## src/cpu_pkg.sv

```systemverilog
`default_nettype none

package cpu_pkg;

	// one architectural register or ALU word
	typedef logic [31:0] word_t;

	// index into the 32-entry integer register file
	typedef logic [4:0] reg_addr_t;

	// ALU operations that the decoder can select
	typedef enum logic [3:0] {
		alu_add,
		alu_sub,
		alu_and,
		alu_or,
		alu_xor,
		alu_sll,
		alu_srl,
		alu_sra,
		alu_slt,
		alu_sltu
	} alu_op_t;

	// the all-zero word that x0 and unused results return
	localparam word_t zero_word = 32'h0000_0000;

	// major opcodes for the register-register and register-immediate ALU groups
	localparam logic [6:0] opcode_op = 7'b0110011;
	localparam logic [6:0] opcode_op_imm = 7'b0010011;

	// funct3 selects the operation within both opcode groups
	localparam logic [2:0] funct3_add_sub = 3'b000;
	localparam logic [2:0] funct3_sll = 3'b001;
	localparam logic [2:0] funct3_slt = 3'b010;
	localparam logic [2:0] funct3_sltu = 3'b011;
	localparam logic [2:0] funct3_xor = 3'b100;
	localparam logic [2:0] funct3_srl_sra = 3'b101;
	localparam logic [2:0] funct3_or = 3'b110;
	localparam logic [2:0] funct3_and = 3'b111;

	// funct7 tells ADD from SUB and SRL from SRA
	localparam logic [6:0] funct7_base = 7'b0000000;
	localparam logic [6:0] funct7_alt = 7'b0100000;

endpackage

`default_nettype wire

```

## src/writeback_stage.sv

```systemverilog
`timescale 1ns/1ns
`default_nettype none

module writeback_stage
	import cpu_pkg::*;
(
	input  logic      clk,
	input  logic      aresetn,
	input  logic      valid1,
	input  logic      valid2,
	input  reg_addr_t rd1,
	input  reg_addr_t rd2,
	input  word_t     result1,
	input  word_t     result2,
	output logic      wb_valid1,
	output logic      wb_valid2,
	output reg_addr_t wb_rd1,
	output reg_addr_t wb_rd2,
	output word_t     wb_data1,
	output word_t     wb_data2
);

	// slot valid bits, taken fresh every cycle since nothing stalls
	always_ff @(posedge clk) begin
		if (!aresetn) begin
			wb_valid1 <= 1'b0;
			wb_valid2 <= 1'b0;
		end else begin
			wb_valid1 <= valid1;
			wb_valid2 <= valid2;
		end
	end

	// destination and result only move when their slot carries a write
	always_ff @(posedge clk) begin
		if (valid1) begin
			wb_rd1 <= rd1;
			wb_data1 <= result1;
		end
		if (valid2) begin
			wb_rd2 <= rd2;
			wb_data2 <= result2;
		end
	end

endmodule

`default_nettype wire

```

## config.mk

```make
export PLATFORM = sky130hd
export DESIGN_NAME = writeback_stage
export DESIGN_NICKNAME = d
export VERILOG_FILES = /design/src/cpu_pkg.sv /design/src/writeback_stage.sv
export SDC_FILE = /design/constraint.sdc
export NUM_CORES = 1
export LEC_CHECK = 0
export BUFFER_PORTS_ARGS = -buffer_cell sky130_fd_sc_hd__buf_2
export CORE_ASPECT_RATIO = 0.7
export CORE_MARGIN = 3
export CORE_UTILIZATION = 44
export DETAILED_ROUTE_END_ITERATION = 12
export GPL_TIMING_DRIVEN = 0
export PLACE_DENSITY = 0.83
export SETUP_SLACK_MARGIN = 0.15
export SYNTH_ARGS = -nofsm -noshare
export SYNTH_HDL_FRONTEND = slang
export SYNTH_SLANG_ARGS = --single-unit
export TNS_END_PERCENT = 5
```

## constraint.sdc

```tcl
create_clock -name clk -period 0.8 [get_ports clk]
set_input_delay 0.16 -clock clk [delete_from_list [all_inputs] [get_ports clk]]
set_output_delay 0.16 -clock clk [all_outputs]
set_load 0.05 [all_outputs]
```

## Yosys cells after proc, flatten, opt, wreduce, memory -nomap -nowiden

Cells that the tools add are included.

- Word-level logic and storage cells: 6
- Output and inout port bits: 76
- Input bits: 78
- Flip-flop bits (word level): 76

## Logic depth before layout (Yosys ltp)

- Depth after elaboration: 0
- Depth in mapped cells: 1
- Gate-level depth less buffers: 1

## Worst setup path after synthesis

OpenSTA, ideal clock, no wires.

- Path type: reg-to-output
- From: register wb_data1[0]
- To: output port wb_data1[0]
- Buffers on the path: 0
- Arrival time: 601 ps
- Cell stages (with the launch flop): 1
- Path slack: 39 ps
- Required time: 640 ps
- Cells stage by stage: edfxtp_1

RTL lines:

| element | RTL line | text |
|---|---|---|
| start, declared | writeback_stage.sv:19 | `output word_t wb_data1,` |
| start signal, assigned | writeback_stage.sv:38 | `wb_data1 <= result1;` |

No word-level cell between the ends.

## Worst setup path after layout

- From: register wb_data2[7]
- To: output port wb_data2[7]

RTL lines:

| element | RTL line | text |
|---|---|---|
| start, declared | writeback_stage.sv:20 | `output word_t wb_data2` |
| start signal, assigned | writeback_stage.sv:42 | `wb_data2 <= result2;` |

No word-level cell between the ends.

==> key figures <==
Power and ir drop
  – Combinational power share: 0.205
  – Sequential share of power: 0.493
  – Pwr Total: 9.865 mW
  – Power Density: 2581 nW/µm²
  – Peak VDD IR: 0.001340 V
  – Internal: 7.145 mW
  – Clock network power share: 0.302
  – Sw frac: 0.2757
  – Switching component of the power: 2.720 mW
  – Leakage: 1.616 nW

Floorplan
  – Die width: 91.94 µm
  – Core box area: 4887 µm²
  – I/O pin count: 154
  – Row count: 21
  – Die height: 66.16 µm
  – Initial Utilization: 0.4654
  – Die footprint: 6082 µm²

Logic synthesis
  – Synthesized area per cell: 29.16 µm²
  – Synth warn: 0
  – Sequential area share after synthesis: 0.9945
  – Syn_nets: 156
  – Cells after Synth: 78
  – Netlist cell types: 3
  – FF+latch count, synth: 76
  – Post-Syn Area: 2275 µm²

CTS
  – Clock buffer depth: 2
  – Setup bufs post-CTS: 0
  – Number of H-tree levels: 3
  – CTS root buf: clkbuf_8
  – CTS tree: built
  – Clock Sinks: 76
  – Clk pin slew, worst setup/hold paths: 70 ps
  – CTS Buf Count: 9

Worst setup path
  – Required time of the critical path: 640 ps
  – Crit-path slowest cell: edfxtp_1
  – WP data arrival: 920 ps
  – Startpoint types: register
  – Critical path peak fanout: 1
  – Worst Setup Path Type: reg -> out
  – Slowest Stage Delay on Critical Path: 410 ps
  – Buffers & Inverters on Critical Path: 1
  – Endpoint class of the critical path: output pin
  – Delay-heaviest family, CP: flip-flops
  – Crit path cell chain: buf_6

Status
  – Failing checks: negative setup slack
  – Status: finished, violations left

Hold path
  – Hold EP: wb_data2[4]
  – Worst hold path class: in -> reg
  – Hold Crit Start: result2[4]
  – Hold Crit Depth: 1

GRT
  – Total GRT Usage: 0.1811
  – First-pass GRT wire length: 7866 µm
  – Pin count of the biggest net entering global routing: 39
  – GR Overflow Total: 0
  – Vias in the first global route: 1538
  – Antenna violations before repair: 0

Route
  – Routed wire per std cell: 16.89 µm
  – Total vias in the final route: 1389
  – Initial DRC Count: 48
  – Drt via density: 4.410
  – First-pass DRT Iterations: 4
  – DRC viols: 0
  – Drt total wl: 5320 µm
  – Final ANT Viol Nets: 0

Layout
  – Final std cells w/o fill: 315
  – Layout cells sized above 1: 0.6870
  – Design Area, Final: 3822 µm²
  – Area delta synth->final: 68.04%
  – Most frequent cells in the layout: buf_2 (75), buf_6 (74), edfxtp_1 (74), clkbuf_8 (9)
  – NumNets Final: 320
  – Antenna diode count: 0
  – Most common cell after layout, fill and taps aside: buf_2

STA
  – Final Cycle Share: 1.351
  – Hold slack final: 1.930 ps
  – Actual slew at the worst max-slew pin: 465.0 ps
  – Final Hold Vio Count: 0
  – Max-slew headroom: 0.6900
  – Final critical-path required period: 1081 ps
  – Final Worst Setup Slack: -280.8 ps
  – RSZ-0062 raised after global routing: true
  – Fmax: 925.2 MHz
  – Slew Viols, Final: 0
  – Final setup violating endpoints: 76

Job
  – Max_cap viols: 0

Place
  – Port Buffers: 153
  – GPL Wtd Cong: 0.6931
  – Number of cells after detailed placement: 300
  – DP Area: 3127 µm²
  – Dpl ws: -383.8 ps
## cells by family after synthesis
| logic type | share of synthesized area |
|---|---|
| DFF | 0.9945 |
| and+or+nand+nor | 0.005500 |
## state kept, by name, summed over array words and instances, names as in the netlist
name / cells
wb_data1: 32
wb_rd1: 5
wb_data2: 32
wb_valid2: 1
wb_rd2: 5
wb_valid1: 1
## power by group through the flow
stage               logic (mW)  registers [mW]  clock network (mW)
detailed placement        1.65            4.87                   0
finish                    2.02            4.87                2.98
global route              2.08            4.90                3.23
CTS                       2.01            4.86                3.04
floorplan              0.00321            5.98                   0
global placement          1.63            4.85                   0
## what timing repair did
| item | in CTS | in global routing |
|---|---|---|
| endpoints found under the setup margin | 152 | 76 |
| resized for setup | 158 | 0 |
| endpoints found under the hold margin | 65 | 68 |
| pin swaps | 0 | 0 |
## routing by layer
layer  up-vias  global-route usage  share of wire
li1        638                   -              -
met1       670              0.1817           0.33
met2        69              0.3418           0.59
met3        12             0.05688          0.062
met4         0             0.09074          0.023
met5         -                   0              0
## cell usage after synthesis
master | number | share of area
and2_1 | 2 | 0.0055
dfxtp_1 | 2 | 0.018
edfxtp_1 | 74 | 0.98
## metrics by stage
step / utilization / setup TNS [ps]
4_1_cts: 0.7821 / -19420
2_1_floorplan: - / 0
3_5_place_dp: 0.6398 / -28200
3_3_place_gp: 0.6398 / -26130
5_1_grt: 0.7821 / -21720
6_report: 0.7821 / -18140
## worst max path at each step
stage                             from           end  cells after the start
final                      wb_data2[7]   wb_data2[7]                      1
after global routing      wb_data2[10]  wb_data2[10]                      1
after CTS                 wb_data2[17]  wb_data2[17]                      1
after detailed placement        valid1   wb_data1[2]                      1
after global placement          valid1   wb_data1[0]                      1
after floorplan            wb_data1[0]   wb_data1[0]                      0
## final cells by class
cell class / count / area [µm²]
clock buffers: 10 / 127.6
clock inverters: 5 / 77.57
fillers: 303 / 1065
multi-input cells: 2 / 12.51
flip-flops and latches: 76 / 2265
well taps: 69 / 86.33
repair buffers: 153 / 1254
Power figures use the tool's default switching activity.
