--- src/cpu_pkg.sv ---
`default_nettype none

package cpu_pkg;

	// one architectural register or ALU word
	typedef logic [31:0] word_t;

	// index into the 32-entry integer register file
	typedef logic [4:0] reg_addr_t;

	// ALU operations that the decoder can select
	typedef enum logic [3:0] {
		alu_add,
		alu_sub,
		alu_and,
		alu_or,
		alu_xor,
		alu_sll,
		alu_srl,
		alu_sra,
		alu_slt,
		alu_sltu
	} alu_op_t;

	// the all-zero word that x0 and unused results return
	localparam word_t zero_word = 32'h0000_0000;

	// major opcodes for the register-register and register-immediate ALU groups
	localparam logic [6:0] opcode_op = 7'b0110011;
	localparam logic [6:0] opcode_op_imm = 7'b0010011;

	// funct3 selects the operation within both opcode groups
	localparam logic [2:0] funct3_add_sub = 3'b000;
	localparam logic [2:0] funct3_sll = 3'b001;
	localparam logic [2:0] funct3_slt = 3'b010;
	localparam logic [2:0] funct3_sltu = 3'b011;
	localparam logic [2:0] funct3_xor = 3'b100;
	localparam logic [2:0] funct3_srl_sra = 3'b101;
	localparam logic [2:0] funct3_or = 3'b110;
	localparam logic [2:0] funct3_and = 3'b111;

	// funct7 tells ADD from SUB and SRL from SRA
	localparam logic [6:0] funct7_base = 7'b0000000;
	localparam logic [6:0] funct7_alt = 7'b0100000;

endpackage

`default_nettype wire

--- src/inst_decode.sv ---
`timescale 1ns/1ns
`default_nettype none

module inst_decode
	import cpu_pkg::*;
(
	input  word_t     inst,
	output reg_addr_t rs1,
	output reg_addr_t rs2,
	output reg_addr_t rd,
	output word_t     imm,
	output logic      use_imm,
	output alu_op_t   op,
	output logic      reg_we
);

	logic [6:0] opcode;
	logic [2:0] funct3;
	logic [6:0] funct7;
	logic is_reg;
	logic is_imm;
	logic f7_base;
	logic f7_alt;
	logic legal;
	logic is_shift;
	word_t imm_i;
	word_t shamt;

	assign opcode = inst[6:0];
	assign funct3 = inst[14:12];
	assign funct7 = inst[31:25];

	assign is_reg = (opcode == opcode_op);
	assign is_imm = (opcode == opcode_op_imm);
	assign f7_base = (funct7 == funct7_base);
	assign f7_alt = (funct7 == funct7_alt);

	// the I-type immediate is sign-extended from bit 31
	assign imm_i = {{20{inst[31]}}, inst[31:20]};
	// immediate shifts carry only a five-bit shift amount in the rs2 field
	assign shamt = {27'd0, inst[24:20]};
	assign is_shift = (funct3 == funct3_sll) || (funct3 == funct3_srl_sra);

	// operation select and legality check on funct3 and funct7
	always_comb begin
		op = alu_add;
		legal = 1'b0;
		case (funct3)
			funct3_add_sub: begin
				// only the register form has a SUB, ADDI ignores the upper bits
				if (is_reg && f7_alt) begin
					op = alu_sub;
					legal = 1'b1;
				end else begin
					op = alu_add;
					legal = is_imm || f7_base;
				end
			end
			funct3_sll: begin
				op = alu_sll;
				legal = f7_base;
			end
			funct3_slt: begin
				op = alu_slt;
				legal = is_imm || f7_base;
			end
			funct3_sltu: begin
				op = alu_sltu;
				legal = is_imm || f7_base;
			end
			funct3_xor: begin
				op = alu_xor;
				legal = is_imm || f7_base;
			end
			funct3_srl_sra: begin
				// the same funct7 bit picks the arithmetic shift in both forms
				op = f7_alt ? alu_sra : alu_srl;
				legal = f7_base || f7_alt;
			end
			funct3_or: begin
				op = alu_or;
				legal = is_imm || f7_base;
			end
			funct3_and: begin
				op = alu_and;
				legal = is_imm || f7_base;
			end
		endcase
		// anything outside the two ALU opcodes becomes a bubble
		if (!is_reg && !is_imm) begin
			legal = 1'b0;
		end
	end

	// an illegal encoding reads only x0 and writes nothing
	assign reg_we = legal;
	assign use_imm = legal && is_imm;
	assign rs1 = legal ? inst[19:15] : 5'd0;
	assign rs2 = (legal && is_reg) ? inst[24:20] : 5'd0;
	assign rd = inst[11:7];
	assign imm = is_shift ? shamt : imm_i;

endmodule

`default_nettype wire

--- config.mk ---
export PLATFORM = sky130hd
export DESIGN_NAME = inst_decode
export DESIGN_NICKNAME = d
export VERILOG_FILES = /design/src/cpu_pkg.sv /design/src/inst_decode.sv
export SDC_FILE = /design/constraint.sdc
export NUM_CORES = 1
export LEC_CHECK = 0
export BUFFER_PORTS_ARGS = -buffer_cell sky130_fd_sc_hd__buf_2
export CAP_MARGIN = 20
export CORE_MARGIN = 4
export CORE_UTILIZATION = 31
export DETAILED_ROUTE_END_ITERATION = 12
export PLACE_DENSITY = 0.85
export SLEW_MARGIN = 20
export SYNTH_ARGS = -nofsm -noshare
export SYNTH_HDL_FRONTEND = slang
export SYNTH_SLANG_ARGS = --single-unit
export TNS_END_PERCENT = 30
--- constraint.sdc ---
create_clock -name vclk -period 1.6
set_clock_uncertainty 0.2 [all_clocks]
set_input_delay 0.16 -clock vclk [all_inputs]
set_output_delay 0.16 -clock vclk [all_outputs]
set_load 0.02 [all_outputs]
== Yosys cells after proc, flatten, opt, wreduce, memory -nomap -nowiden ==
Cells that the tools add are included.
Word-level totals
  register bits: 0
  word-level logic and storage cells: 31
  latch bits: 0
  ROM bits: 0
  bits of input ports: 32
  memories: 0
  bits in writable memories: 0
Operators by class
  reductions and logical operators: 12
  shifts and indexed selects: 0
  $lt $le $gt $ge: 0
  muxes and demuxes: 9
  $add $sub $neg: 0
  eq/ne operators: 10
  bitwise logic cells: 0
  div/mod/pow operators: 0
  multipliers: 0
Operators with widths (number)
  $mux 32: 1
  $pmux 4 s8: 1
  $eq 7x6->1 const B: 2
  $eq 3x3->1 const B: 4
  $mux 5: 2
  $eq 7x5->1 const B: 1
  $logic_not 7->1: 1
  $eq 3x2->1 const B: 2
  $reduce_or 5->1: 1
  $logic_and 1x1->1: 4
  $mux 1: 4
  $pmux 1 s4: 1
  $eq 3x1->1 const B: 1
  $logic_not 3->1: 1
  $logic_or 1x1->1: 3
  $logic_not 1->1: 2

== Depth between registers and ports, before layout ==
  depth in word-level cells: 7
  mapped depth: 5
  mapped depth without buffers: 4

== Worst setup path before layout ==
OpenSTA, ideal clock, no wires.
  path kind: input-to-output
  from: input port inst[3]
  to: output port rs1[0]
  cell stages on the path: 4
  arrival time: 1227 ps
  path buffers: 0
  slack: 13 ps
  path through: nor4b_2 -> nand4_1 -> o22ai_2 -> and2_1
Between the ends
  longest elaborated chain between the ends: 6
  elaborated cells on any way between the ends: 11
  those cells by class: 2 x eq/ne; 4 x mux; 5 x reduce/logical
Ends and longest elaborated chain
  start, declared: line inst_decode.sv:7  | input word_t inst,
  $eq 7x5->1 / $eq 7x6->1 (equally long branches): line inst_decode.sv:34, inst_decode.sv:33
  $logic_or 1x1->1 / $logic_and 1x1->1 (equally long branches)
  $mux 1: line inst_decode.sv:51  | if (is_reg && f7_alt) begin
  $pmux 1 s4: line inst_decode.sv:48  | case (funct3)
  $mux 1 *: line inst_decode.sv:90  | if (!is_reg && !is_imm) begin
  via reg_we: line inst_decode.sv:14  | output logic reg_we
  $mux 5 *: line inst_decode.sv:98  | assign rs1 = legal ? inst[19:15] : 5'd0;
  end, declared: line inst_decode.sv:8  | output reg_addr_t rs1,
The timed path passes the listed nets; every way through them passes the cells marked *.

== Worst setup path after layout ==
  from: input port inst[28]
  to: output port rs1[1]
Between the ends
  longest elaborated chain between the ends: 6
  elaborated cells on any way between the ends: 9
  those cells by class: 1 x eq/ne; 4 x mux; 4 x reduce/logical
Ends and longest elaborated chain (line)
  $eq 7x6->1 / $logic_not 7->1 (equally long branches): inst_decode.sv:36, inst_decode.sv:35
  $logic_and 1x1->1 / $logic_or 1x1->1 (equally long branches)
  $mux 1: inst_decode.sv:51
  $pmux 1 s4 *: inst_decode.sv:48
  $mux 1 *: inst_decode.sv:90
  $mux 5 *: inst_decode.sv:98
Every way passes the cells marked *; elsewhere a longest branch is shown, timed or not.

==> reports/metrics.yaml <==
global_routing:
  grt_usage: 0.1054
  grt_pass1_vias: 541
  grt_start_max_net_pins: 22
  grt_pass1_wl_mm: 2.256
  gr-usage-met1: 0.1053
  use_met2: 0.2304
  antenna_found_initial: 0
  top_usage_layer: "met2"
  met3_usage: 0.01484
  gr-total-overflow: 0
timing:
  worst_pin_slew_ns: 0.2697
  whs_ns: 0.1200
  fmax_mhz: 604.4
  max-slew-margin-rel: 0.8189
  finalMaxSlewViolations: 0
  setup_tns_ns: -0.3363
  hold_violations: 0
  fin_crit_ns: 1.655
  finalCritPeriodShare: 1.034
  setup_violations: 10
  grt_setup_unrepaired: "true"
  worst_slack_ns: -0.05461
critical_path:
  cp-end-kind: "primary output"
  path_class: "input pin to primary output"
  critical_path.startpoint_type: "input pin"
  startpoint: "inst[28]"
  cp.required_ns: 1.24
  cp_max_fo: 6
  cp-endpoint: "rs1[1]"
  worstPathArrival_ns: 1.29
yosys:
  yosysWarnings: 0
  synth_cells: 84
  synth.yosys.seq_area_share: 0
  synth.distinct_cells: 29
  synth_fp_nets: 116
  synth_area_um2: 565.5
  avgSynthCellArea_um2: 6.733
cells_and_area:
  final_nets: 163
  syn_to_final_growth_pct: 46.02
  fin_util: 0.4783
  instances_no_fill: 154
  final_common_cell: "buf_2"
  nFlopsAndLatches: 0
  drive_gt1_frac: 0.6589
  antenna_cells: 0
  seq_area_um2: 0
  clkbuf_count: 0
  multiInputGateArea_um2: 322.8
  layout_common_cells: "buf_2, and2_1, nor2_1, inv_1, buf_6"
  fill_cells: 183
placed_design:
  dp_cells: 154
  gp_congestion: 0.7465
  io_buffers: 75
  post-dp-hpwl_mm: 1.369
  place_ws_ns: -0.1067
floorplan:
  die_y_um: 50.71
  die_w_um: 50.71
  die_area_um2: 2572
  ios: 85
  core_area_um2: 1727
  initial_utilization: 0.3275
  rows: 15
status:
  outcome: "complete, but fails checks"
  violations: "negative setup slack"
flow_run:
  cap_violations: 0
routing:
  drt-total-wl_mm: 1.641
  first_pass_iters: 4
  wl_per_cell_um: 10.66
  vias: 648
  viasPerCell: 4.208
  drc_errors: 0
  drt_iter0_drc: 5
  ant_nets: 0
power:
  cellPowerDensity_nw_per_um2: 290.7
  p_leak_nw: 0.5143
  ir_worst_vdd_uv: 127.2
hold_path:
  min-delay-path-class: "input pin to primary output"
clock_network:
  ctsHoldBuffers: 0
  cts_setup_buffers: 0
==> metal layers <==
layer | up-vias | wire (µm) | share of wire
met2 | 43 | 856 | 0.52
met5 | - | 0 | 0
li1 | 334 | - | -
met1 | 271 | 546 | 0.33
met4 | 0 | 0 | 0
met3 | 0 | 238 | 0.15
==> logic make-up (layout without fill, tap and decap cells) <==
group,after synthesis,count (layout),synth area share
AND/OR/NAND/NOR,36,36,0.4226
buffers and inverters,39,84,0.4602
XOR/XNOR,1,1,0.01549
AO/OA/AOI/OAI,8,8,0.1018
==> worst max-delay path, cell delays in order <==
cell	delay [ns]
buf_2	0.12
nor4_4	0.31
a31oi_1	0.14
o22ai_2	0.27
and2_1	0.16
buf_4	0.13
==> cell usage after synthesis, drive strengths merged <==
cell type,number,share of area
a21oi,1,0.0088
a31oi,1,0.011
a41oi,1,0.015
and2,13,0.15
and3,1,0.011
and3b,1,0.015
and4b,1,0.018
buf,31,0.41
inv,8,0.053
nand2,1,0.0066
nand2b,1,0.011
nand3,1,0.0088
nand4,2,0.033
nor2,9,0.060
nor2b,1,0.011
nor3,1,0.0088
nor3b,1,0.013
nor4,1,0.038
nor4b,1,0.027
o211ai,1,0.013
o21a,1,0.013
o21ai,2,0.018
o22ai,1,0.022
or2b,1,0.013
xor2,1,0.015
==> worst min path at each step <==
| stage | endpoint | depth (start not counted) | from |
|---|---|---|---|
| floorplan | op[2] | 1 | inst[13] |
| global placement | rd[3] | 0 | inst[10] |
| detailed placement | rd[3] | 0 | inst[10] |
| CTS | rd[3] | 0 | inst[10] |
| global route | rd[2] | 0 | inst[9] |
| finish | rd[0] | 0 | inst[7] |
==> final cells by class <==
type                       instances  area share
timing repair buffer              76      0.5348
multi-input combinational         45      0.3909
tap                               25     0.03788
inverter                           8     0.03636
==> through the flow <==
step,power [mW],area [µm²]
after floorplan,0.1949,565.5
after global placement,0.2274,762.0
after detailed placement,0.2314,762.0
after CTS,0.2413,822.0
after global routing,0.2573,825.8
final,0.2401,825.8
==> what timing repair did <==
action / CTS / global route
gates resized for setup: 15 / 1
pin swaps: 9 / 1
setup endpoints to repair: 10 / 12
==> power breakdown <==
part | internal [mW] | total (mW) | leakage (nW) | switching [mW]
registers | 0 | 0 | 0 | 0
logic | 0.0953 | 0.240 | 0.514 | 0.145
clock network | 0 | 0 | 0 | 0
total | 0.0953 | 0.240 | 0.514 | 0.145
Power figures use the tool's default switching activity.
